--- config.mk ---
export PLATFORM = sky130hd
export DESIGN_NAME = h3_hash
export DESIGN_NICKNAME = d
export VERILOG_FILES = /design/src/source/hash_pkg.sv /design/src/source/h3_hash.sv
export SDC_FILE = /design/constraint.sdc
export NUM_CORES = 1
export LEC_CHECK = 0
export BUFFER_PORTS_ARGS = -buffer_cell sky130_fd_sc_hd__buf_4
export CORE_ASPECT_RATIO = 0.7
export CORE_MARGIN = 1
export CORE_UTILIZATION = 54
export DETAILED_ROUTE_END_ITERATION = 16
export PLACE_DENSITY = 0.91
export SLEW_MARGIN = 20
export SYNTH_ARGS = -nofsm -noshare
export SYNTH_HDL_FRONTEND = slang
export SYNTH_SLANG_ARGS = --single-unit
--- constraint.sdc ---
create_clock -name vclk -period 4.3
set_clock_uncertainty 0.2 [all_clocks]
set_input_delay 0.645 -clock vclk [all_inputs]
set_output_delay 0.645 -clock vclk [all_outputs]
set_load 0.1 [all_outputs]
--- src/source/hash_pkg.sv ---
package hash_pkg;

	localparam int key_w = 64;
	localparam int idx_w = 10;

	// Row i is folded into the index when key bit i is set
	localparam logic [idx_w-1:0] h3_rows [0:key_w-1] = '{
		10'b0110110101, 10'b0000100000, 10'b0101101001, 10'b0001001100,
		10'b1001011101, 10'b0101000110, 10'b1100110001, 10'b1001111011,
		10'b0010110110, 10'b1101111111, 10'b1110101100, 10'b0001011101,
		10'b0111110010, 10'b1011111001, 10'b0011011101, 10'b1001001010,
		10'b1011000000, 10'b1010100010, 10'b0110101110, 10'b1100001111,
		10'b1000011011, 10'b1010100001, 10'b0001110110, 10'b1111111100,
		10'b0111110000, 10'b1010011111, 10'b0011010010, 10'b0011110110,
		10'b0011110000, 10'b0110010001, 10'b0111111101, 10'b0011000001,
		10'b0001101101, 10'b0011010010, 10'b0110001001, 10'b0100100010,
		10'b0111110100, 10'b1010011001, 10'b0010101000, 10'b0100001100,
		10'b1001111000, 10'b0011001001, 10'b1010111011, 10'b1110101000,
		10'b1101010010, 10'b1011110001, 10'b1000101000, 10'b0010111010,
		10'b1100101100, 10'b1010001000, 10'b1000000111, 10'b0001100001,
		10'b0000001110, 10'b1101010001, 10'b1001001011, 10'b0001000010,
		10'b0010111000, 10'b0000001000, 10'b1000010001, 10'b0001111000,
		10'b0101101000, 10'b0010101001, 10'b1110101100, 10'b0010000001
	};

endpackage

--- src/source/h3_hash.sv ---
`timescale 1ns/1ps

module h3_hash (
	input  logic [hash_pkg::key_w-1:0] key,
	output logic [hash_pkg::idx_w-1:0] idx
);

	//////////////////////////////////////////////////////////////
	// XOR of the matrix rows selected by the key bits
	//////////////////////////////////////////////////////////////

	always_comb begin
		idx = '0;
		for (int i = 0; i < hash_pkg::key_w; i++) begin
			if (key[i]) begin
				idx = idx ^ hash_pkg::h3_rows[i];
			end
		end
	end

endmodule

# Word level (Yosys, flattened, before mapping)
# Cells that the tools add are included.
[classes] addsub=0 mul=0 n_div=0 magnitude_cmp=0 n_eq_ne=0 n_shift=0 n_mux=64 bitwise=63 reduce_logical=0
[ops] op="$mux 10" count=28
[ops] op="$mux 9" count=13
[ops] op="$mux 8" count=13
[ops] op="$not 5->5" count=16
[ops] op="$not 4->4" count=15
[ops] op="$not 6->6" count=10
[ops] op="$mux 7" count=7
[ops] op="$not 3->3" count=11
[ops] op="$not 7->7" count=4
[ops] op="$not 8->8" count=2
[ops] op="$not 9->9" count=1
[ops] op="$mux 4" count=2
[ops] op="$mux 6" count=1
[ops] op="$not 2->2" count=2
[ops] op="$not 1->1" count=2
[word_totals] register_bits=0 latch_bits=0 ram_bits=0 romBits=0 output_inout_bits=10 n_memories=0

# Depth between registers and ports, before layout
# Gate-level depths: netlist of the first run.
[depth] ltp_word=127 mapped_depth=4 mapped_depth_nobuf=4

# Least setup slack after synthesis of the first run
# No wires, ideal clock.
[synth_path] path_kind="input -> output" from="input key[18] (netlist name)" to="output idx[2] (netlist name)" arrival_ns=3.211 required_ns=3.455 setup_slack_ns=0.244 stages=4 path_buffers=0 cell_sequence="xor3_2 > xnor3_1 > xnor2_1 > xnor2_1"
[synth_via] elab_chain_cells=59
[synth_lines] item="start, declared" line="h3_hash.sv:4" text="input logic [hash_pkg::key_w-1:0] key,"
[synth_lines] item="$mux 9 (*)" line="h3_hash.sv:15" text="if (key[i]) begin"
[synth_lines] item="$not 6->6 (no line)"
[synth_lines] item="$mux 10 (*) (3 in series)" line="h3_hash.sv:15"
[synth_lines] item="$not 5->5 (no line)"
[synth_lines] item="$mux 7 (*)" line="h3_hash.sv:15"
[synth_lines] item="$not 8->8 (no line)"
[synth_lines] item="$mux 10 (*)" line="h3_hash.sv:15"
[synth_lines] item="$mux 9 (*)" line="h3_hash.sv:15"
[synth_lines] item="[... 41 more ...]"
[synth_lines] item="$mux 4 (*)" line="h3_hash.sv:15"
[synth_lines] item="$mux 10 (*)" line="h3_hash.sv:15"
[synth_lines] item="$mux 7 (*)" line="h3_hash.sv:15"
[synth_lines] item="$mux 9 (*)" line="h3_hash.sv:15"
[synth_lines] item="$mux 8 (*)" line="h3_hash.sv:15"
[synth_lines] item="$not 6->6 (no line)"
[synth_lines] item="$mux 10 (*)" line="h3_hash.sv:15"
[synth_lines] item="$mux 8 (*)" line="h3_hash.sv:15"
[synth_lines] item="end, declared" line="h3_hash.sv:5" text="output logic [hash_pkg::idx_w-1:0] idx"
# Mark *: on every way between the ends. The rest lies on a longest branch, timed or not.

# Final worst setup path of the first run
[layout_path] from="input key[23] (netlist name)" to="output idx[6] (netlist name)"
[layout_via] elab_chain_cells=58
[layout_lines] item="$mux 10 (*)" line="h3_hash.sv:15"
[layout_lines] item="$not 5->5 (no line)"
[layout_lines] item="$mux 9 (*)" line="h3_hash.sv:15"
[layout_lines] item="$mux 10 (*)" line="h3_hash.sv:15"
[layout_lines] item="$not 4->4 (no line)"
[layout_lines] item="$mux 8 (*)" line="h3_hash.sv:15"
[layout_lines] item="$not 6->6 (no line)"
[layout_lines] item="$mux 8 (*)" line="h3_hash.sv:15"
[layout_lines] item="[... 42 more ...]"
[layout_lines] item="$mux 10 (*)" line="h3_hash.sv:15"
[layout_lines] item="$not 4->4 (no line)"
[layout_lines] item="$mux 7 (*)" line="h3_hash.sv:15"
[layout_lines] item="$not 4->4 (no line)"
[layout_lines] item="$mux 9 (*)" line="h3_hash.sv:15"
[layout_lines] item="$mux 8 (*)" line="h3_hash.sv:15"
[layout_lines] item="$mux 10 (*)" line="h3_hash.sv:15"
[layout_lines] item="$mux 8 (*)" line="h3_hash.sv:15"
# Marks and branches as above.

==> metrics.md, run 1 <==
| Metric | Value |
|---|---|
| Outcome | `completed` |
| Critical Path End | `idx[6]` |
| Avg Vias per Cell | `around 5.1` |
| Syn_nets | `183` |
| Port bufs | `74` |
| Post-route DRC | `0` |
| Final min period | `3.40 ns` |
| Mapped Area | `1580 um^2` |
| Drt wl/cell | `18.2 um` |
| RSZ-0062 raised after global routing | `no` |
| Setup CP Type | `primary input to output port` |
| Starting Density | `between 60% and 70%` |
| Post_cts resized | `0` |
| TritonRoute pass-1 iters | `4` |
| Syn_area_per_cell | `13.3 um^2` |
| Ports | `74` |
| Footprint of the multi-input gates | `1580 um^2` |
| Via count | `approximately 1,200` |
| GRT Util Overall | `28.2%` |
| CP Capture Type | `output port` |
| Setup TNS | `0 ns` |
| CP arrival | `2.55 ns` |
| Total setup buffers inserted after CTS | `0` |
| DR iter-0 viols | `41` |
| Most frequent cells in the layout | `buf_4, xnor2_1, xnor3_1` |
| Clock buffers | `0` |
| Std cell rows | `15` |
| CP Max Fanout | `2` |
| Worst setup path startpoint | `key[23]` |
| Highest clock rate | `294 MHz` |
| Layout cells sized above 1 | `just over 40%` |
| Setup violations, final | `0` |
| DP Area | `2180 um^2` |
| Slew HR | `64.8%` |
| Commonest non-fill, non-tap cell in the layout | `buf_4` |
| Antenna cell count | `0` |
| Period Utilization, post-route | `about four fifths` |
| Die ar. | `3150 um^2` |
| Final Cell Area | `2180 um^2` |
| Placer Congestion | `0.864` |
| Remaining global-route overflow | `0` |
| Pin count of the biggest net entering global routing | `5` |
| Final-report hold violation count | `0` |
| Yosys warns | `0` |
| Area delta synth->final | `37.9%` |
| Fin. max-slew vios | `0` |
| First-pass GRT wire length | `a little over 6000 um` |
| Sequential cells | `0` |
| Synth unique cells | `7` |
| Worst setup SP type | `primary input` |
| Vias in the first global route | `roughly 1,200` |
| Core Area | `about 2600 um^2` |
| Initial antenna violation count | `0` |
| Chip Height | `about 47 um` |
| Final net count | `approximately 260` |
| Cells after Synth | `119` |
| Routed WL | `4140 um` |
| Hold Buf Count CTS | `0` |
| Fill count | `150` |
| Req. time, crit path | `3.45 ns` |
| HP Class | `primary input to output port` |
| FF/Latch Area | `0 um^2` |
| Hold Path Stages | `4` |
| Post-route ant nets | `0` |
| Seq/Total Area, Yosys | `0%` |
| Die W | `66.6 um` |
| DPL Wire Length | `3800 um` |
| Max_cap viols | `0` |
| Worst-margin pin slew | `0.524 ns` |
[critical path, cell delays in order]
cell	delay, ns
buf_4	0.08
xnor3_2	0.45
xnor2_2	0.22
xnor3_2	0.48
xnor3_1	0.38
buf_4	0.29
[cells by family (layout without fill, tap and decap cells)]
family / count (synthesis) / count (layout) / synth area share (%)
buffers and inverters: 0 / 74 / 0
xor gates and xnor gates: 119 / 119 / 100
[per-stage QoR]
stage | hold WS, ns | setup slack [ns] | cells | utilization [%]
detailed placement | 1.80 | 0.914 | 227 | 83.4
global route | 1.83 | 0.836 | 227 | 83.4
global placement | 1.79 | 0.941 | 227 | 83.4
finish | 1.81 | 0.901 | 227 | 83.4
floorplan | 1.74 | 0.244 | 119 | -
CTS | 1.81 | 0.907 | 227 | 83.4
[how the worst min path moves through the flow]
stage	from	endpoint	slack, ns
global route	key[18]	idx[1]	1.83
floorplan	key[56]	idx[4]	1.74
finish	key[18]	idx[1]	1.81
global placement	key[18]	idx[1]	1.79
detailed placement	key[18]	idx[1]	1.80
CTS	key[18]	idx[1]	1.81
[cells in the mapped netlist]
| cell type | count | area, um^2 |
|---|---|---|
| xnor3_1 | 29 | 653 |
| xnor3_2 | 3 | 71.3 |
| xor2_1 | 12 | 105 |
| xor3_1 | 4 | 95.1 |
| xor3_2 | 1 | 25.0 |
| xnor2_2 | 2 | 32.5 |
| xnor2_1 | 68 | 596 |
[per-layer routing]
metal / track usage [%] / wire length [um] / up-vias
met4: 0 / 0 / 0
met5: 0 / 0 / -
met3: 0.728 / 238 / 0
met2: 55.6 / 2080 / 53
met1: 37.7 / 1820 / 552
li1: - / - / 545
[area by class of cell]
class / count / share of cell area [%]
timing repair buffer: 74 / 25.5
tap: 34 / 1.96
multi-input combinational: 119 / 72.5
Power of run 1 is left out: the tool's default activity adds up to more than one toggle a clock period on the data nets, which glitch-free logic cannot reach.
==> inputs of run 2 (changes only) <==
Settings changed: CORE_UTILIZATION 54 to 45, PLACE_DENSITY 0.91 to 0.81.
Clock period 4.3 ns to 2.9 ns, I/O delays scaled along.
==> run 2 against run 1 <==
  * Via count grew 0.70%
  * Hold slack lost 0.42 ns
  * Flip-flop and latch count is the same
  * Largest cell class unchanged
  * Highest routed layer unchanged
==> metrics.md, run 2 (synthesis results as in run 1) <==
| Metric | Value |
|---|---|
| Outcome | `completed` |
| Starting Density | `48.5% (-12 points)` |
| Grt met2 use | `39.4% (-16 points)` |
| Clock buffers | `0 (unchanged)` |
| Most frequent cells in the layout | `buf_4, xnor2_1, xnor3_1` |
| Slew HR | `71.5% (+6.6 points)` |
| Pin count of the biggest net entering global routing | `4 (-1)` |
| Placer Congestion | `0.902 (+4.4%)` |
| Met1 track demand over resource | `29.8% (-8.0 points)` |
| Layout cells sized above 1 | `51.9% (+10 points)` |
| Footprint of the multi-input gates | `1630 um^2 (+3.4%)` |
| Sequential cells | `0 (unchanged)` |
| Die W | `72.8 um (+9.3%)` |
| Period Utilization, post-route | `99.4%` |
| Top Usage Layer GRT | `met2` |
| Final Cell Area | `2410 um^2 (+11%)` |
| Vias in the first global route | `1,168 (-1.0%)` |
| Post-route ant nets | `0 (unchanged)` |
| Final min period | `2.88 ns` |
| Core Area | `3250 um^2 (+25%)` |
| Drt wl/cell | `15.6 um (-15%)` |
| DP Worst Slack | `-0.0503 ns (-0.965 ns)` |
| Die ar. | `3750 um^2 (+19%)` |
| First-pass GRT wire length | `5850 um (-5.1%)` |
| Setup violations, final | `0 (unchanged)` |
| Antenna cell count | `0 (unchanged)` |
| HP Class | `primary input to output port` |
| Worst setup SP type | `primary input` |
| Port bufs | `74 (unchanged)` |
| Met3 Use GR | `0.775% (+0.047 points)` |
| Area delta synth->final | `52.5%` |
| Chip Height | `51.5 um (+9.1%)` |
| DR iter-0 viols | `27 (-34%)` |
| Ports | `74 (unchanged)` |
| Remaining global-route overflow | `0 (unchanged)` |
| CP Max Fanout | `2 (unchanged)` |
| CP arrival | `2.25 ns (-0.30 ns)` |
| Final Util | `73.9% (-9.5 points)` |
| FF/Latch Area | `0 um^2 (unchanged)` |
| Initial antenna violation count | `0 (unchanged)` |
| Highest clock rate | `347 MHz` |
| GRT Util Overall | `21.3% (-6.9 points)` |
| Routed WL | `3970 um (-4.1%)` |
| Final-report hold violation count | `0 (unchanged)` |
| Commonest non-fill, non-tap cell in the layout | `buf_4` |
| Max_cap viols | `0 (unchanged)` |
| DP Area | `2310 um^2 (+6.2%)` |
| Via count | `1,158 (+0.70%)` |
| Fin. max-slew vios | `0 (unchanged)` |
| DPL Wire Length | `3540 um (-7.0%)` |
| Worst-margin pin slew | `0.425 ns (-0.0988 ns)` |
| Req. time, crit path | `2.27 ns (-1.18 ns)` |
| Final net count | `274 (+5.8%)` |
| Std cell rows | `17 (+2)` |
| Setup CP Type | `primary input to output port` |
| Avg Vias per Cell | `4.54 (-10%)` |
| Setup ws final | `0.0164 ns (-0.884 ns)` |
| Worst hold slack | `1.39 ns (-0.421 ns)` |
| CP Capture Type | `output port` |
| TritonRoute pass-1 iters | `4 (unchanged)` |
| Fill count | `226 (+51%)` |
| Post-route DRC | `0 (unchanged)` |
-- run 2: cell types whose count changed in the layout (fill, tap and decap cells not counted), sizes merged --
cell / change
buf: +15
-- run 2: per-layer routing --
layer,vias up,share of wire [%],wire length (um)
met1,544,46,1830
met2,41,49,1950
met5,-,0,0
met4,0,0,0
li1,573,-,-
met3,0,4.5,179
-- run 2: area by class of cell --
class              instances  share of cell area, %
multi-input cells        119                   67.8
well taps                 47                   2.44
repair buffers            89                   29.7
-- run 2: metrics by stage --
stage,setup TNS (ns),std cells
2_1_floorplan,-0.108,119
3_3_place_gp,-0.0549,254
3_5_place_dp,-0.112,254
4_1_cts,0,254
5_1_grt,-0.0151,255
6_report,0,255
-- run 2: worst paths after layout --
| check | startpoint | to | slack, ns | depth (start not counted) |
|---|---|---|---|---|
| max | key[12] | idx[5] | 0.02 | 7 |
| min | key[39] | idx[8] | 1.39 | 4 |
-- run 2: worst max-delay path: stages --
cell and delay [ns]:
buf_4 0.13, xnor2_2 0.19, buf_4 0.16, xnor3_1 0.35
xnor3_1 0.37, xnor3_2 0.43, buf_12 0.18
-- run 2: timing repair --
action,4_1_cts,5_1_grt
gates cloned,0,0
pin swaps,1,7
hold buffers,0,0
setup buffers,0,1
gates resized for setup,6,13
setup endpoints to repair,5,7
Power of run 2 is left out for the same reason.
==> inputs of run 3 (changes only) <==
Settings changed: CORE_MARGIN 1 to default.
Clock period 2.9 ns to 2.5 ns, I/O delays scaled along.
==> run 3 against run 2 <==
  * Synthesized area did not move
  * The run now fails in clock tree synthesis
  * Synthesized cell count did not move
==> metrics.md, run 3 <==
| Metric | Value |
|---|---|
| Outcome | `did not finish` |
| Stop stage | `clock tree synthesis` |
| Error Message | `[ERROR DPL-0033] detailed placement checks failed during check placement.` |
| Top cells by area, synth | `xnor3_1, xnor2_1, xor2_1` |
| Seq/Total Area, Yosys | `0% (unchanged)` |
| Cell taking the most area after synthesis | `xnor3_1` |
| Yosys warns | `0 (unchanged)` |
| Cells after Synth | `119 (unchanged)` |
| Syn_nets | `183 (unchanged)` |
| DPL Wire Length | `4100 um (+16%)` |
| Synth top area share | `41.4% (unchanged)` |
| Total setup buffers inserted after CTS | `6 (+6)` |
| DP Worst Slack | `-0.360 ns (-0.310 ns)` |
| Placer Congestion | `0.891 (-1.2%)` |
| Synth unique cells | `7 (unchanged)` |
| Syn_area_per_cell | `13.3 um^2 (unchanged)` |
| Commonest cells post-synth | `xnor2_1, xnor3_1, xor2_1, xor3_1, xnor3_2` |
| Ports | `74 (unchanged)` |
| Std cell rows | `17 (unchanged)` |
| Most common cell in the netlist | `xnor2_1` |
| DP Area | `2660 um^2 (+15%)` |
| Hold Buf Count CTS | `0 (unchanged)` |
| Mapped Area | `1580 um^2 (unchanged)` |
| Port bufs | `74 (unchanged)` |
| Starting Density | `48.5% (unchanged)` |
| Chip Height | `51.5 um (unchanged)` |
| Post_cts resized | `72 (+66)` |
| Die W | `72.8 um (unchanged)` |
## run 3: metrics by stage
step	cells	util (%)	hold WS, ns
2_1_floorplan	119	-	1.20
3_3_place_gp	290	81.6	1.25
3_5_place_dp	290	81.6	1.26
## run 3: cells by family after synthesis
logic type and share of synthesized area [%]:
xor+xnor 100
==> inputs of run 4 (changes only) <==
Settings changed: CORE_ASPECT_RATIO 0.7 to default, CORE_UTILIZATION 45 to 39, PLACE_DENSITY 0.81 to default, PLACE_DENSITY_LB_ADDON from default to 0.15.
Clock period 2.5 ns to 3.25 ns, I/O delays scaled along.
==> run 4 against run 3 <==
  * The run now ends clean
==> metrics.md, run 4 (synthesis results as in run 1) <==
| Metric | Value |
|---|---|
| Ports | `74 (unchanged)` |
| Area delta synth->final | `40.5%` |
| CP most frequent cell | `xnor3_2` |
| Port bufs | `74 (unchanged)` |
| First-pass GRT wire length | `5550 um` |
| Worst setup SP type | `primary input` |
| Critical-path top delay cell | `xnor3_2` |
| Final min period | `slightly above 3 ns` |
| Max_cap viols | `0` |
| Req. time, crit path | `2.56 ns` |
| Highest clock rate | `approximately 320 MHz` |
| RSZ-0062 raised after global routing | `no` |
| Remaining global-route overflow | `0` |
| Placer Congestion | `0.819 (-8.1%)` |
| Chip Height | `65.6 um (+27%)` |
| Die ar. | `4300 um^2` |
| DP Area | `2220 um^2 (-17%)` |
| DR iter-0 viols | `31` |
| Setup ws final | `0.167 ns` |
| FF/Latch Area | `0 um^2` |
| Final Cell Area | `2220 um^2` |
| CP Max Fanout | `2` |
| Sequential cells | `0` |
| Antenna cell count | `0` |
| Vias in the first global route | `between 1,000 and 1,500` |
| Fin. max-slew vios | `0` |
| DP Worst Slack | `0.151 ns (+0.511 ns)` |
| Slew HR | `67.7%` |
| Hold Path Stages | `4` |
| Pin count of the biggest net entering global routing | `4` |
| Clock buffers | `0` |
| Via count | `~1,100` |
| Fill count | `331` |
| DPL Wire Length | `3400 um (-17%)` |
| TritonRoute pass-1 iters | `4` |
| Worst-margin pin slew | `roughly 0.48 ns` |
| Die W | `65.6 um (-9.8%)` |
| Avg Vias per Cell | `between 4 and 5` |
| CP arrival | `between 2 and 2.5 ns` |
| Worst hold slack | `1.49 ns` |
| HP Class | `primary input to output port` |
| Hold Buf Count CTS | `0 (unchanged)` |
| Final net count | `261` |
| Slowest cell delay on critical path | `just under 0.5 ns` |
| CP Capture Type | `output port` |
| Setup violations, final | `0` |
| Drt wl/cell | `approximately 15 um` |
| Initial antenna violation count | `0` |
| GRT Util Overall | `17.4%` |
| Routed WL | `3680 um` |
| Outcome | `completed` |
| Post-route ant nets | `0` |
| Layout cells sized above 1 | `43.1%` |
| Total setup buffers inserted after CTS | `0 (-6)` |
| Core Area | `3770 um^2` |
| Critical-path cell list | `buf_4, xnor3_2, xnor2_2, xnor3_2, xnor3_2, buf_4` |
| Starting Density | `41.8% (-6.6 points)` |
| Setup CP Type | `primary input to output port` |
| Std cell rows | `22 (+5)` |
| Commonest non-fill, non-tap cell in the layout | `buf_4` |
| Period Utilization, post-route | `94.8%` |
| Final-report hold violation count | `0` |
| Post_cts resized | `0 (-100%)` |
| Most frequent cells in the layout | `buf_4, xnor2_1, xnor3_1` |
| Post-route DRC | `0` |
| Setup TNS | `0 ns` |
-- run 4: worst max-delay path: cells and delay by family --
family / cells / cell delay [ns]
xor gates and xnor gates: 4 / 1.53
buffers and inverters: 2 / 0.37
-- run 4: routing by layer --
layer	vias up	track usage, %	share of wire (%)
li1	548	-	-
met4	0	0	0
met2	45	32.1	49
met3	0	1.22	6.1
met1	494	23.6	45
met5	-	0	0
-- run 4: area by class of cell --
class                           instances  area [um^2]  area share (%)
Multi-Input combinational cell        119         1590            71.6
Tap cell                               48         60.1            2.71
Timing Repair Buffer                   76          571            25.7
-- run 4: worst paths after layout --
path              startpoint      to  slack [ns]
setup / recovery     key[23]  idx[6]        0.17
hold / removal       key[18]  idx[1]        1.49
-- run 4: per-stage QoR --
step | std cells | util (%)
after floorplan | 119 | -
after global placement | 243 | 58.8
after detailed placement | 243 | 58.8
after CTS | 243 | 58.8
after global routing | 243 | 58.8
final | 243 | 58.8
Power of run 4 is left out for the same reason.
