**config.mk**
```make
export PLATFORM = sky130hd
export DESIGN_NAME = lookup_pipe
export DESIGN_NICKNAME = d
export VERILOG_FILES = /design/src/source/hash_pkg.sv /design/src/source/table_pkg.sv /design/src/source/lookup_pipe.sv
export SDC_FILE = /design/constraint.sdc
export NUM_CORES = 1
export LEC_CHECK = 0
export BUFFER_PORTS_ARGS = -buffer_cell sky130_fd_sc_hd__buf_2
export CAP_MARGIN = 0
export CORE_MARGIN = 10
export CORE_UTILIZATION = 50
export CTS_CLUSTER_SIZE = 8
export DETAILED_ROUTE_END_ITERATION = 10
export PLACE_DENSITY = 0.84
export SKIP_CTS_REPAIR_TIMING = 1
export SLEW_MARGIN = 20
export SYNTH_ARGS = -nofsm -noshare
export SYNTH_HDL_FRONTEND = slang
export SYNTH_SLANG_ARGS = --single-unit
export TNS_END_PERCENT = 10
```
**constraint.sdc**
```tcl
create_clock -name clk -period 3.17 [get_ports clk]
set_input_delay 0.4755 -clock clk [delete_from_list [all_inputs] [get_ports clk]]
set_output_delay 0.4755 -clock clk [all_outputs]
set_load 0.1 [all_outputs]
```
**src/source/hash_pkg.sv**
```systemverilog
package hash_pkg;

	localparam int key_w = 64;
	localparam int idx_w = 10;

	// Row i is folded into the index when key bit i is set
	localparam logic [idx_w-1:0] h3_rows [0:key_w-1] = '{
		10'b0110110101, 10'b0000100000, 10'b0101101001, 10'b0001001100,
		10'b1001011101, 10'b0101000110, 10'b1100110001, 10'b1001111011,
		10'b0010110110, 10'b1101111111, 10'b1110101100, 10'b0001011101,
		10'b0111110010, 10'b1011111001, 10'b0011011101, 10'b1001001010,
		10'b1011000000, 10'b1010100010, 10'b0110101110, 10'b1100001111,
		10'b1000011011, 10'b1010100001, 10'b0001110110, 10'b1111111100,
		10'b0111110000, 10'b1010011111, 10'b0011010010, 10'b0011110110,
		10'b0011110000, 10'b0110010001, 10'b0111111101, 10'b0011000001,
		10'b0001101101, 10'b0011010010, 10'b0110001001, 10'b0100100010,
		10'b0111110100, 10'b1010011001, 10'b0010101000, 10'b0100001100,
		10'b1001111000, 10'b0011001001, 10'b1010111011, 10'b1110101000,
		10'b1101010010, 10'b1011110001, 10'b1000101000, 10'b0010111010,
		10'b1100101100, 10'b1010001000, 10'b1000000111, 10'b0001100001,
		10'b0000001110, 10'b1101010001, 10'b1001001011, 10'b0001000010,
		10'b0010111000, 10'b0000001000, 10'b1000010001, 10'b0001111000,
		10'b0101101000, 10'b0010101001, 10'b1110101100, 10'b0010000001
	};

endpackage

```
**src/source/table_pkg.sv**
```systemverilog
package table_pkg;

	localparam int val_w = 16;

	typedef enum logic [1:0] {
		op_nop,
		op_lookup,
		op_insert,
		op_delete
	} op_e;

	typedef enum logic [1:0] {
		st_ok,
		st_miss,
		st_collision
	} status_e;

	typedef struct packed {
		logic                        valid;
		logic [hash_pkg::key_w-1:0]  key;
		logic [val_w-1:0]            value;
	} slot_t;

	typedef struct packed {
		op_e                         op;
		logic [hash_pkg::key_w-1:0]  key;
		logic [val_w-1:0]            value; // Only used by insert
	} req_t;

	typedef struct packed {
		op_e                         op;
		status_e                     status;
		logic [val_w-1:0]            value;
	} rsp_t;

endpackage

```
**src/source/lookup_pipe.sv**
```systemverilog
`timescale 1ns/1ps

module lookup_pipe (
	input  logic                       clk,
	input  logic                       rst,
	input  logic                       req_valid,
	input  table_pkg::req_t            req,
	input  logic [hash_pkg::idx_w-1:0] idx,
	output logic [hash_pkg::idx_w-1:0] rd_idx,
	input  table_pkg::slot_t           rd_slot,
	output logic                       wr_en,
	output logic [hash_pkg::idx_w-1:0] wr_idx,
	output table_pkg::slot_t           wr_slot,
	output logic                       rsp_valid,
	output table_pkg::rsp_t            rsp
);

	logic                        s1_valid;
	table_pkg::req_t             s1_req;
	logic [hash_pkg::idx_w-1:0]  s1_idx;
	logic                        s2_valid;
	table_pkg::req_t             s2_req;
	logic [hash_pkg::idx_w-1:0]  s2_idx;
	logic                        fwd_hit;
	table_pkg::slot_t            fwd_slot;
	table_pkg::slot_t            cur_slot;
	table_pkg::slot_t            new_slot;
	logic                        key_hit;
	logic                        do_write;
	table_pkg::status_e          dec_status;
	logic [table_pkg::val_w-1:0] dec_value;

	//////////////////////////////////////////////////////////////
	// Stage 1: command and index, store read address
	//////////////////////////////////////////////////////////////

	always_ff @(posedge clk or posedge rst) begin
		if (rst) begin
			s1_valid <= 1'b0;
		end else begin
			s1_valid <= req_valid;
		end
	end

	always_ff @(posedge clk) begin
		s1_req <= req;
		s1_idx <= idx;
	end

	assign rd_idx = s1_idx; // Read completes with the move to stage 2

	//////////////////////////////////////////////////////////////
	// Stage 2: slot select, compare and decision
	//////////////////////////////////////////////////////////////

	always_ff @(posedge clk or posedge rst) begin
		if (rst) begin
			s2_valid <= 1'b0;
			fwd_hit  <= 1'b0;
		end else begin
			s2_valid <= s1_valid;
			fwd_hit  <= s1_valid && s2_valid && (s1_idx == s2_idx); // Store read is stale
		end
	end

	always_ff @(posedge clk) begin
		s2_req   <= s1_req;
		s2_idx   <= s1_idx;
		fwd_slot <= new_slot; // Slot as left by the older command
	end

	assign cur_slot = fwd_hit ? fwd_slot : rd_slot;
	assign key_hit  = cur_slot.valid && (cur_slot.key == s2_req.key);

	always_comb begin
		new_slot   = cur_slot;
		do_write   = 1'b0;
		dec_status = table_pkg::st_ok;
		dec_value  = '0;
		unique case (s2_req.op)
			table_pkg::op_lookup: begin
				if (key_hit) begin
					dec_value = cur_slot.value;
				end else begin
					dec_status = table_pkg::st_miss;
				end
			end
			table_pkg::op_insert: begin
				if (!cur_slot.valid || key_hit) begin
					do_write = 1'b1; // New key or value update
					new_slot = '{valid: 1'b1, key: s2_req.key, value: s2_req.value};
				end else begin
					dec_status = table_pkg::st_collision;
					dec_value  = cur_slot.value; // Resident value
				end
			end
			table_pkg::op_delete: begin
				if (key_hit) begin
					do_write       = 1'b1;
					new_slot.valid = 1'b0;
				end else begin
					dec_status = table_pkg::st_miss;
				end
			end
			table_pkg::op_nop: begin
			end
		endcase
	end

	assign wr_en   = s2_valid && do_write;
	assign wr_idx  = s2_idx;
	assign wr_slot = new_slot;

	//////////////////////////////////////////////////////////////
	// Response register
	//////////////////////////////////////////////////////////////

	always_ff @(posedge clk or posedge rst) begin
		if (rst) begin
			rsp_valid <= 1'b0;
		end else begin
			rsp_valid <= s2_valid;
		end
	end

	always_ff @(posedge clk) begin
		rsp <= '{op: s2_req.op, status: dec_status, value: dec_value};
	end

	//////////////////////////////////////////////////////////////
	// Checks
	//////////////////////////////////////////////////////////////

	// Each response traces back to a command at the input
	a_rsp_has_req: assert property (@(posedge clk) disable iff (rst)
		rsp_valid |-> $past(req_valid, 3))
		else $error("response without a command three edges earlier");

	a_write_is_update: assert property (@(posedge clk) disable iff (rst)
		wr_en |=> rsp_valid && (rsp.status == table_pkg::st_ok) &&
			(rsp.op inside {table_pkg::op_insert, table_pkg::op_delete}))
		else $error("store write not matched by an insert or delete response");

	a_collision_no_write: assert property (@(posedge clk) disable iff (rst)
		rsp_valid && (rsp.status == table_pkg::st_collision) |-> !$past(wr_en))
		else $error("collision response came with a store write");

endmodule

```
* After elaboration in Yosys (flattened, before gate mapping)
Cells that the tools add are included.
** Cells by class
- $mul :: 0
- Magnitude comparators :: 0
- Add/sub/neg operators :: 0
- Div/mod/pow operators :: 0
- Bitwise logic cells :: 0
- Shift-type cells :: 0
- Muxes and demuxes :: 14
- Reductions and logical operators :: 7
- Eq/ne operators :: 5
** Operators with widths (count)
- $mux W81 :: 2
- $mux W80 :: 1
- $eq A64 B64 Y1 :: 1
- $mux W16 :: 2
- $pmux W16 S2 :: 1
- $eq A10 B10 Y1 :: 1
- $eq A2 B2 Y1 const B :: 2
- $logic_and A1 B1 Y1 :: 4
- $mux W1 :: 4
- $pmux W1 S2 :: 2
- $pmux W2 S2 :: 1
- $eq A2 B1 Y1 const B :: 1
- $mux W2 :: 1
- $reduce_or A2 Y1 :: 1
- $logic_not A1 Y1 :: 1
- $logic_or A1 B1 Y1 :: 1
** Storage, ports and cells
- Flip-flop bits (word level) :: 289
- Memories kept :: 0
- Input bits :: 176
- Bits in latches :: 0
- Memory bits (read-only) :: 0
- Word-level logic and storage cells :: 44
- RAM bits :: 0
- Output and inout bits :: 123

* Depth between registers and ports, before layout
Gate-level depths: netlist of run 1.
- Depth after elaboration :: 7
- Mapped depth :: 11
- Gate-level depth less buffers :: 7

* Worst setup path after synthesis of run 1
OpenSTA, ideal clock, no wires.
- Kind :: reg2out
- Start point :: register fwd_hit
- End point :: output wr_en
- Cell stages (with the launch flop) :: 10
- Buffers on the path :: 2
- Data required time :: 2694 ps
- Arrival :: 4102 ps
- Slack :: -1408 ps
- Cells stage by stage :: dfrtp_1 -> buf_6 -> buf_2 -> mux2i_1 -> xnor2_1 -> nor4_1 -> nand4_1 -> nor4_4 -> nor2_1 -> nor3b_1
** On the way
- Word-level cells in the longest chain between the ends :: 7
- Elaborated cells on any way between the ends :: 9
- Those cells by class :: eq/ne: 1; mux: 4; reduce/logical: 4
** RTL lines
- start, declared :: RTL line lookup_pipe.sv:24 : logic fwd_hit;
- start signal, assigned :: RTL line lookup_pipe.sv:62 : fwd_hit <= s1_valid && s2_valid && (s1_idx == s2_idx);
- $mux W81 (*) :: RTL line lookup_pipe.sv:72 : assign cur_slot = fwd_hit ? fwd_slot : rd_slot;
- $eq A64 B64 Y1 :: RTL line lookup_pipe.sv:73 : assign key_hit = cur_slot.valid && (cur_slot.key == s2_req.key);
- $logic_and A1 B1 Y1 :: RTL line lookup_pipe.sv:73
- $logic_or A1 B1 Y1 :: RTL line lookup_pipe.sv:89 : if (!cur_slot.valid || key_hit) begin
- $mux W1 :: RTL line lookup_pipe.sv:89
- $pmux W1 S2 (*) :: RTL line lookup_pipe.sv:80 : unique case (s2_req.op)
- $logic_and A1 B1 Y1 (*) :: RTL line lookup_pipe.sv:110 : assign wr_en = s2_valid && do_write;
- end, declared :: RTL line lookup_pipe.sv:11 : output logic wr_en,
Every way passes the cells marked *; elsewhere a longest branch is shown, timed or not.

==> results of run 1 <==
final cells by class:
class	count	share of cell area (%)
diodes	15	0.264
clock buffers	46	7.65
clock inverters	2	0.123
inverters	67	1.77
multi-input cells	310	25.0
flip-flops and latches	289	40.9
well taps	225	1.98
repair buffers	341	22.4
per-layer routing:
| layer | up-vias | part of all wire [%] | global-route usage, % |
|---|---|---|---|
| met1 | 3127 | 32 | 19.2 |
| met2 | 318 | 55 | 38.8 |
| met4 | 2 | 4.8 | 10.9 |
| li1 | 2985 | - | - |
| met5 | - | 0.026 | 0 |
| met3 | 98 | 7.8 | 7.70 |
metrics by stage:
stage                     worst slack [ns]  cells  setup TNS (ns)  utilization [%]
final                                -1.12   1295          -84.60             81.3
after global placement              -0.479   1223          -32.68             70.4
after global routing                 -1.29   1292         -110.87             81.3
after CTS                            -1.17   1271          -88.53             76.8
after detailed placement            -0.589   1223          -39.49             70.4
after floorplan                      -1.06    687         -116.85                -
logic make-up (layout without fill, tap and decap cells):
group           Yosys count  in the layout  share of synthesized area, %
simple gates             63             63                          3.60
flops                   289            289                          64.5
mux                     163            163                          19.3
xor+xnor                 74             74                          7.20
other cells               0             15                             0
compound gates            5              5                         0.389
buf+inv                  88            456                          4.34
fa+ha+maj                 5              5                         0.695
power groups by stage:
stage,Combinational [mW],Clock [mW],Sequential (mW)
2_1_floorplan,0.847,0,4.14
3_3_place_gp,1.55,0,3.99
3_5_place_dp,1.58,0,4.01
4_1_cts,1.59,3.86,3.95
5_1_grt,1.77,4.05,3.97
6_report,1.72,3.87,3.96
sequential cells by signal, indices dropped and copies added (netlist names):
name       cells
rsp_valid      1
s1_req        82
fwd_hit        1
s1_valid       1
s2_req        82
wr_idx        10
s2_valid       1
rd_idx        10
fwd_slot      81
rsp           20
worst register-to-register path: cells and delay by family, from the launching register on:
| family | cells | cell delay [ns] |
|---|---|---|
| simple gates | 3 | 1.11 |
| mux | 2 | 0.71 |
| buf+inv | 2 | 0.51 |
| flops | 1 | 0.46 |
| compound gates | 1 | 0.15 |
| xor+xnor | 1 | 0.14 |
worst max path at each step:
stage | from | endpoint | slack (ns) | cells after the start
floorplan | fwd_hit | wr_slot[29] | -1.06 | 11
global placement | fwd_hit | wr_slot[58] | -0.48 | 11
detailed placement | fwd_hit | wr_slot[74] | -0.59 | 11
CTS | fwd_hit | wr_slot[74] | -1.17 | 11
global route | fwd_hit | wr_slot[65] | -1.29 | 11
finish | fwd_hit | wr_slot[65] | -1.12 | 10
layout by cell type (no fill, tap or decap), drive strengths merged, types with 2 or more instances in the layout:
cell    netlist  layout
buf          17     338
dfxtp       285     285
mux2i       130     130
xnor2        69      69
inv          67      68
clkbuf        4      48
mux2         33      33
nor2         18      18
nor4         18      18
nand2        16      16
diode         0      15
nand4         5       5
xor2          5       5
ha            5       5
dfrtp         4       4
and2          2       2
==> key figures, run 1 <==
Floorplan
  – Core Rows: 48
  – Core box area: 17,500 um^2
  – Die area: 23,800 um^2
  – Die width: 154 um
  – Initial Util: 51.5%
  – Die Y: 154 um
  – I/O pins: 299

Worst hold path
  – Hold crit path type: in -> reg
  – Worst Hold Path EP: s1_req[74]
  – WHS Path Cells: 1
  – Hold_sp: req[74]

Worst setup path
  – Critical path class: reg -> out
  – CP dominant cell by count: mux2i_1
  – Crit path cell chain: buf_4 -> mux2i_1 -> xnor2_1 -> nor4_1 -> nand4_1 -> nor4_4 -> o21ai_4 -> clkbuf_16 -> mux2i_1 -> buf_12
  – Worst reg2reg setup slack: -0.04 ns
  – CP required: 2.69 ns
  – Worst Path Arrival: 3.82 ns
  – CP top delay family: simple AND/OR/NAND/NOR gates
  – Reg2reg path depth: 9
  – CP peak stage delay: 0.46 ns
  – Setup crit end kind: output pin
  – R2r endpoint: fwd_slot[65]
  – Slowest cell on crit path: dfrtp_4
  – CP max FO: 18
  – Critical Path Source Type: flop
  – Worst r2r src: fwd_hit
  – CP Buf/Inv Count: 3

Synthesis
  – EDFF count, synth: 0
  – Register area share after synthesis: 64.5%
  – Syn avg cell area: 13.1 um^2
  – Yosys warning count: 0
  – Synth area leaders: dfxtp_1 (63%), mux2i_1 (14%), xnor2_1 (6.7%)
  – FFs w/ async S/R, synth: 1.38%
  – Most frequent cell after synthesis: dfxtp_1
  – Share of the synthesized area in the top cell type: 63.4%
  – Post-synth top cells: dfxtp_1 (285), mux2i_1 (130), xnor2_1 (69)
  – Syn_nets: 868
  – Synth area leader: dfxtp_1
  – Top FF cell, synth: dfxtp_1
  – Post-Syn Area: 9000 um^2
  – Yosys reg bits: 289
  – Post-Synthesis Cells: 687
  – Post-synth cell types: 29

Pwr
  – Maximum resistive drop on vdd: 0.000833 V
  – Cell Pwr Density: 672 nW/um^2
  – Sw frac: 28.2%
  – Seq pwr share: 41.5%
  – Clock power share: 40.5%
  – Combinational share of power: 18.0%
  – Tot Pwr: 9.55 mW
  – Int Power: 6.85 mW
  – Switching pwr: 2.70 mW
  – P_leak: 6.37 nW

Placement
  – Detailed Place HPWL: 19,000 um
  – DP Area: 12,300 um^2
  – GP Congestion: 0.829
  – # port buffers: 298

Job
  – Max-Cap Viols: 0

Timing
  – Worst Max-Slew Pin Slew: 0.687 ns
  – Final count of pins violating max slew: 0
  – PnR worst setup slack: -1.12 ns
  – Clock skew: 0.0219 ns
  – Relative slew slack: 54.2%
  – Maximum clock frequency: 0.233 GHz
  – Clock period minus worst slack: 4.29 ns
  – Final period util: 135%
  – Hold WS: 0.0663 ns
  – Final setup fails: 102
  – Final Hold Vio Count: 0
  – RSZ-0062 raised after global routing: true

Layout
  – Fillers: 844
  – Register Area: 5810 um^2
  – Area Overhead vs Synth: 58.0%
  – Final Instance Area: 14,200 um^2
  – Nets: 1,232
  – Layout cell share with drive strength beyond 1: 48.9%
  – Multi-input combinational cell area: 3550 um^2

Clock tree
  – Clock buffer depth: 3
  – Num CTS Buffers: 42
  – CTS root buf: clkbuf_16
  – H-Tree Depth: 2
  – Clk_lat worst skew: 0.51 ns
  – Clock transition at path regs: 0.05 ns
  – Sink Count: 289
  – CTS tree: built

Global routing
  – Vias in the first global route: 6,994
  – Antenna violations before repair: 15
  – Gr usage total: 20.8%
  – Grt total ovfl: 0
  – Pin count of the biggest net entering global routing: 37
  – First-pass GRT wire length: 38,800 um

Status
  – Run status: complete, but fails checks
  – Failing checks: setup timing

Detailed routing
  – WL final: 30,900 um
  – DRC: 0
  – Initial detailed-routing violation count: 279
  – Avg Vias per Cell: 5.04
  – Vias: 6,530
  – DR WL/cell: 23.9 um
  – Drt pass-1 iters: 4
  – Final ANT Viol Nets: 0
No activity file was read; power rests on OpenSTA's default activity.
==> run 2, diff against run 1 <==
--- a/config.mk
+++ b/config.mk
@@ -13,6 +13,7 @@
 export DETAILED_ROUTE_END_ITERATION = 10
 export PLACE_DENSITY = 0.84
 export SKIP_CTS_REPAIR_TIMING = 1
+export SKIP_LAST_GASP = 1
 export SLEW_MARGIN = 20
 export SYNTH_ARGS = -nofsm -noshare
 export SYNTH_HDL_FRONTEND = slang
==> key figures, run 2 (synthesis results as in run 1) <==
Worst setup path
  – CP required: 2.69 ns (about the same)
  – Reg2reg path depth: 9 (unchanged)
  – Critical Path Source Type: flop
  – Crit path cell chain: buf_4 -> mux2i_1 -> xnor2_1 -> nor4_1 -> nand4_1 -> nor4_4 -> o21ai_4 -> buf_12 -> mux2i_1 -> buf_12
  – CP peak stage delay: 0.45 ns (about the same)
  – Slowest cell on crit path: dfrtp_4
  – CP top delay family: simple AND/OR/NAND/NOR gates
  – CP max FO: 30 (+12)
  – Worst Path Arrival: 3.88 ns (+0.06 ns)
  – R2r endpoint: fwd_slot[2]
  – Worst reg2reg setup slack: -0.11 ns (-0.07 ns)
  – Setup crit end kind: output pin
  – Worst r2r src: fwd_hit
  – Critical path class: reg -> out
  – CP Buf/Inv Count: 3 (unchanged)

Status
  – Run status: complete, but fails checks
  – Failing checks: setup timing

Pwr
  – Cell Pwr Density: 674 nW/um^2 (+0.32%)
  – Maximum resistive drop on vdd: 0.000595 V (-29%)
  – P_leak: 6.36 nW (about the same)

Global routing
  – First-pass GRT wire length: 38,800 um (unchanged)
  – Grt total ovfl: 0 (unchanged)
  – Pin count of the biggest net entering global routing: 37 (unchanged)
  – Gr usage total: 20.8% (unchanged)
  – Antenna violations before repair: 14 (-1)
  – Vias in the first global route: 6,994 (unchanged)

Placement
  – Detailed Place HPWL: 19,000 um (unchanged)
  – DP Area: 12,300 um^2 (unchanged)
  – # port buffers: 298 (unchanged)
  – GP Congestion: 0.829 (unchanged)

Clock tree
  – Num CTS Buffers: 42 (unchanged)
  – Clk_lat worst skew: 0.51 ns (about the same)
  – H-Tree Depth: 2 (unchanged)
  – Clock transition at path regs: 0.05 ns (about the same)
  – Sink Count: 289 (unchanged)
  – CTS root buf: clkbuf_16
  – Clock buffer depth: 3 (unchanged)
  – CTS tree: built

Detailed routing
  – M1 WL: 9570 um (-3.6%)
  – Top layer in use: met5
  – Final ANT Viol Nets: 0 (unchanged)
  – Vias: 6,519 (-0.17%)
  – DRC: 0 (unchanged)
  – WL final: 30,500 um (-1.4%)
  – Initial detailed-routing violation count: 243 (-13%)
  – Routed length on met2: 16,800 um (-1.5%)
  – Routed wire length on met3: 2490 um (+4.1%)
  – DR WL/cell: 23.6 um (-1.2%)
  – Drt pass-1 iters: 4 (unchanged)
  – Avg Vias per Cell: 5.05 (about the same)

Timing
  – Final setup fails: 166 (+63%)
  – PnR worst setup slack: -1.19 ns (-0.0648 ns)
  – Final period util: 137% (+2.0 points)
  – RSZ-0062 raised after global routing: true
  – Worst Max-Slew Pin Slew: 0.640 ns (-0.0476 ns)
  – Maximum clock frequency: 0.229 GHz (-1.5%)
  – Final Hold Vio Count: 0 (unchanged)
  – Clock skew: 0.0172 ns (-0.00467 ns)
  – Relative slew slack: 57.4% (+3.2 points)
  – Clock period minus worst slack: 4.36 ns (+0.0648 ns)
  – Final count of pins violating max slew: 0 (unchanged)

Floorplan
  – Core box area: 17,500 um^2 (unchanged)
  – I/O pins: 299 (unchanged)
  – Die Y: 154 um (unchanged)
  – Core Rows: 48 (unchanged)
  – Initial Util: 51.5% (unchanged)
  – Die width: 154 um (unchanged)
  – Die area: 23,800 um^2 (unchanged)

Layout
  – Area Overhead vs Synth: 56.7%
  – Nets: 1,232 (unchanged)
  – Commonest non-fill, non-tap cells in the layout: dfxtp_1 (285), buf_2 (217), buf_12 (87)
  – Most common cell after layout, fill and taps aside: dfxtp_1
  – Largest registers: s1_req: 82 flops, s2_req: 82 flops, fwd_slot: 81 flops
  – Fillers: 882 (+4.5%)
  – Layout cell share with drive strength beyond 1: 48.4% (-0.47 points)
  – Final Instance Area: 14,100 um^2 (-0.77%)
  – Final core utilization: 80.7% (-0.63 points)

Worst hold path
  – WHS Path Cells: 1 (unchanged)
  – Worst Hold Path EP: s1_req[68]
  – Hold_sp: req[68]
  – Hold crit path type: in -> reg

Job
  – Max-Cap Viols: 0 (unchanged)
[run 2: worst max path at each step]
stage	startpoint	end	slack, ns	cells after the start
5_1_grt	fwd_hit	wr_slot[47]	-1.41	11
3_3_place_gp	fwd_hit	wr_slot[58]	-0.48	11
3_5_place_dp	fwd_hit	wr_slot[74]	-0.59	11
6_report	fwd_hit	wr_slot[47]	-1.19	10
4_1_cts	fwd_hit	wr_slot[74]	-1.17	11
2_1_floorplan	fwd_hit	wr_slot[29]	-1.06	11
[run 2: area by class of cell]
class	count	area, um^2	area share, %
Multi-Input combinational cell	310	3460	24.5
Timing Repair Buffer	341	3170	22.5
Inverter	67	251	1.78
Tap cell	225	282	2.00
Clock buffer	46	1090	7.71
Clock inverter	2	17.5	0.124
Antenna cell	12	30.0	0.213
Sequential cell	289	5810	41.2
[run 2: per-layer routing]
metal  track usage, %  vias up
met2             38.8      305
met4             10.9        2
met1             19.2     3131
met3             7.70      107
met5                0        -
li1                 -     2974
[run 2: worst register-to-register path, delay by kind of cell (launching register included)]
family          cells  cell delay, ns
xor+xnor            1            0.16
compound gates      1            0.15
mux                 2            0.85
simple gates        3            1.04
flops               1            0.45
buf+inv             2            0.48
[run 2: metrics by stage]
| stage | TNS [ns] | total power, mW | setup WS [ns] | hold WS (ns) | std cells |
|---|---|---|---|---|---|
| finish | -95.95 | 9.51 | -1.19 | 0.0684 | 1292 |
| floorplan | -116.85 | 4.99 | -1.06 | 0.242 | 687 |
| CTS | -88.53 | 9.39 | -1.17 | -0.157 | 1271 |
| global placement | -32.68 | 5.55 | -0.479 | 0.310 | 1223 |
| global route | -130.76 | 9.76 | -1.41 | 0.0561 | 1291 |
| detailed placement | -39.49 | 5.58 | -0.589 | 0.312 | 1223 |
[run 2: power breakdown]
group | total [mW] | switching, mW | internal [mW] | leakage, nW
clock | 3.85 | 1.46 | 2.38 | 0.542
sequential | 3.96 | 0.109 | 3.86 | 2.45
combinational | 1.70 | 1.09 | 0.602 | 3.37
total | 9.51 | 2.67 | 6.84 | 6.36
==> run 3, diff against run 2 <==
--- a/config.mk
+++ b/config.mk
@@ -13,7 +13,6 @@
 export DETAILED_ROUTE_END_ITERATION = 10
 export PLACE_DENSITY = 0.84
 export SKIP_CTS_REPAIR_TIMING = 1
-export SKIP_LAST_GASP = 1
 export SLEW_MARGIN = 20
 export SYNTH_ARGS = -nofsm -noshare
 export SYNTH_HDL_FRONTEND = slang
==> constraint.sdc (replaced) <==
create_clock -name clk -period 4.7 [get_ports clk]
set_input_delay 0.705 -clock clk [delete_from_list [all_inputs] [get_ports clk]]
set_output_delay 0.705 -clock clk [all_outputs]
set_load 0.1 [all_outputs]
==> key figures, run 3 (synthesis results as in run 1) <==
Floorplan
  – Initial Util: 51.5% (unchanged)
  – Core box area: 17,500 um^2 (unchanged)
  – Core Rows: 48 (unchanged)
  – I/O pins: 299 (unchanged)
  – Die width: 154 um (unchanged)
  – Die Y: 154 um (unchanged)
  – Die area: 23,800 um^2 (unchanged)

Global routing
  – Pin count of the biggest net entering global routing: 48 (+30%)
  – First-pass GRT wire length: 37,500 um (-3.3%)
  – Grt total ovfl: 0 (unchanged)
  – Vias in the first global route: 6,764 (-3.3%)
  – Antenna violations before repair: 6 (-8)
  – Gr usage total: 20.0% (-0.81 points)

Worst setup path
  – R2r endpoint: fwd_slot[43]
  – Reg2reg path depth: 10 (+1)
  – Worst Path Arrival: 3.83 ns (-0.05 ns)
  – CP top delay family: simple AND/OR/NAND/NOR gates
  – CP max FO: 33 (+10%)
  – CP Buf/Inv Count: 4 (+1)
  – Slowest cell on crit path: dfrtp_4
  – Crit path cell chain: buf_6 -> mux2i_1 -> xnor2_1 -> nor4_1 -> nand4_1 -> nor4_4 -> buf_4 -> o21ai_4 -> buf_6 -> mux2i_1 -> buf_12
  – CP peak stage delay: 0.44 ns (about the same)
  – Worst r2r src: fwd_hit
  – CP required: 3.99 ns (+1.30 ns)
  – Critical Path Source Type: flop
  – Setup crit end kind: output pin
  – Worst reg2reg setup slack: 1.48 ns (+1.59 ns)
  – Critical path class: reg -> out

Detailed routing
  – Avg Vias per Cell: 4.81 (-4.7%)
  – DRC: 0 (unchanged)
  – Initial detailed-routing violation count: 144 (-41%)
  – Vias: 6,018 (-7.7%)
  – Drt pass-1 iters: 4 (unchanged)
  – WL final: 25,400 um (-17%)
  – Final ANT Viol Nets: 0 (unchanged)
  – DR WL/cell: 20.3 um (-14%)

Timing
  – Setup Total Neg Slack: 0 ns (+95.95 ns)
  – Final setup fails: 0 (-100%)
  – Relative slew slack: 54.2% (-3.2 points)
  – Final period util: 96.4%
  – Final count of pins violating max slew: 0 (unchanged)
  – Clock skew: 0.0157 ns (-0.00152 ns)
  – Clock period minus worst slack: 4.53 ns
  – Maximum clock frequency: 0.221 GHz
  – Final Hold Vio Count: 0 (unchanged)
  – Worst Max-Slew Pin Slew: 0.687 ns (+0.0478 ns)

Pwr
  – P_leak: 6.11 nW (-4.0%)
  – Cell Pwr Density: 473 nW/um^2 (-30%)
  – Maximum resistive drop on vdd: 0.000503 V (-15%)
  – Tot Pwr: 6.28 mW (-34%)

Layout
  – Commonest non-fill, non-tap cells in the layout: dfxtp_1 (285), buf_2 (217), mux2i_1 (94)
  – Register Area: 5810 um^2 (unchanged)
  – Area Overhead vs Synth: 47.5%
  – Largest registers: s1_req: 82 flops, s2_req: 82 flops, fwd_slot: 81 flops
  – Final Instance Area: 13,300 um^2 (-5.9%)
  – Multi-input combinational cell area: 2990 um^2 (-14%)
  – Most common cell after layout, fill and taps aside: dfxtp_1
  – Nets: 1,199 (-2.7%)
  – Fillers: 1,060 (+20%)
  – Layout cell share with drive strength beyond 1: 41.8% (-6.7 points)

Clock tree
  – Clk_lat worst skew: 0.50 ns (about the same)
  – Clock transition at path regs: 0.05 ns (about the same)
  – Num CTS Buffers: 42 (unchanged)
  – Sink Count: 289 (unchanged)
  – CTS root buf: clkbuf_16
  – H-Tree Depth: 2 (unchanged)
  – Clock buffer depth: 3 (unchanged)
  – CTS tree: built

Worst hold path
  – Hold crit path type: in -> async

Placement
  – # port buffers: 298 (unchanged)
  – GP Congestion: 0.806 (-2.7%)
  – Detailed Place HPWL: 18,100 um (-5.1%)
  – DP Area: 11,900 um^2 (-3.0%)

Status
  – Run status: completed

Job
  – Max-Cap Viols: 0 (unchanged)
-- run 3: how the worst max path moves through the flow --
| stage | startpoint | to | slack, ns | depth (start not counted) |
|---|---|---|---|---|
| floorplan | rd_slot[54] | wr_slot[19] | 0.21 | 9 |
| global placement | fwd_hit | wr_slot[79] | 0.35 | 11 |
| detailed placement | fwd_hit | wr_slot[54] | 0.33 | 11 |
| CTS | fwd_hit | wr_slot[52] | -0.24 | 11 |
| global route | fwd_hit | wr_slot[43] | -0.07 | 11 |
| finish | fwd_hit | wr_slot[62] | 0.17 | 11 |
-- run 3: where the power goes --
part / switching (mW) / internal (mW) / leakage [nW] / total [mW]
registers: 0.0576 / 2.60 / 2.45 / 2.66
clock network: 0.954 / 1.60 / 0.542 / 2.56
logic: 0.699 / 0.365 / 3.12 / 1.06
-- run 3: layout make-up --
cell class / count / area share (%)
clock buffers: 46 / 8.19
repair buffers: 308 / 21.3
clock inverters: 2 / 0.132
inverters: 67 / 1.90
well taps: 225 / 2.12
diodes: 5 / 0.0943
flip-flops and latches: 289 / 43.8
multi-input cells: 310 / 22.5
-- run 3: worst reg2reg max path, cell delays in order (launching register included) --
cell,delay [ns]
dfrtp_4,0.44
buf_6,0.24
mux2i_1,0.37
xnor2_1,0.14
nor4_1,0.41
nand4_1,0.26
nor4_4,0.31
buf_4,0.18
o21ai_4,0.08
buf_6,0.28
mux2i_2,0.40
-- run 3: per-stage QoR --
step	hold slack (ns)	setup WS (ns)	utilization, %	std cells
6_report	0.0762	0.170	75.9	1252
5_1_grt	0.0691	-0.0671	75.9	1252
4_1_cts	0.0624	-0.239	74.7	1244
3_5_place_dp	0.312	0.332	68.4	1196
3_3_place_gp	0.310	0.351	68.4	1196
2_1_floorplan	0.310	0.210	-	687
-- run 3: metal layers --
metal | wire length, um | part of all wire (%) | GRT usage [%]
met1 | 8730 | 34 | 18.9
met2 | 13500 | 53 | 37.1
met3 | 2200 | 8.7 | 7.67
met4 | 950 | 3.7 | 9.04
met5 | 14 | 0.055 | 0
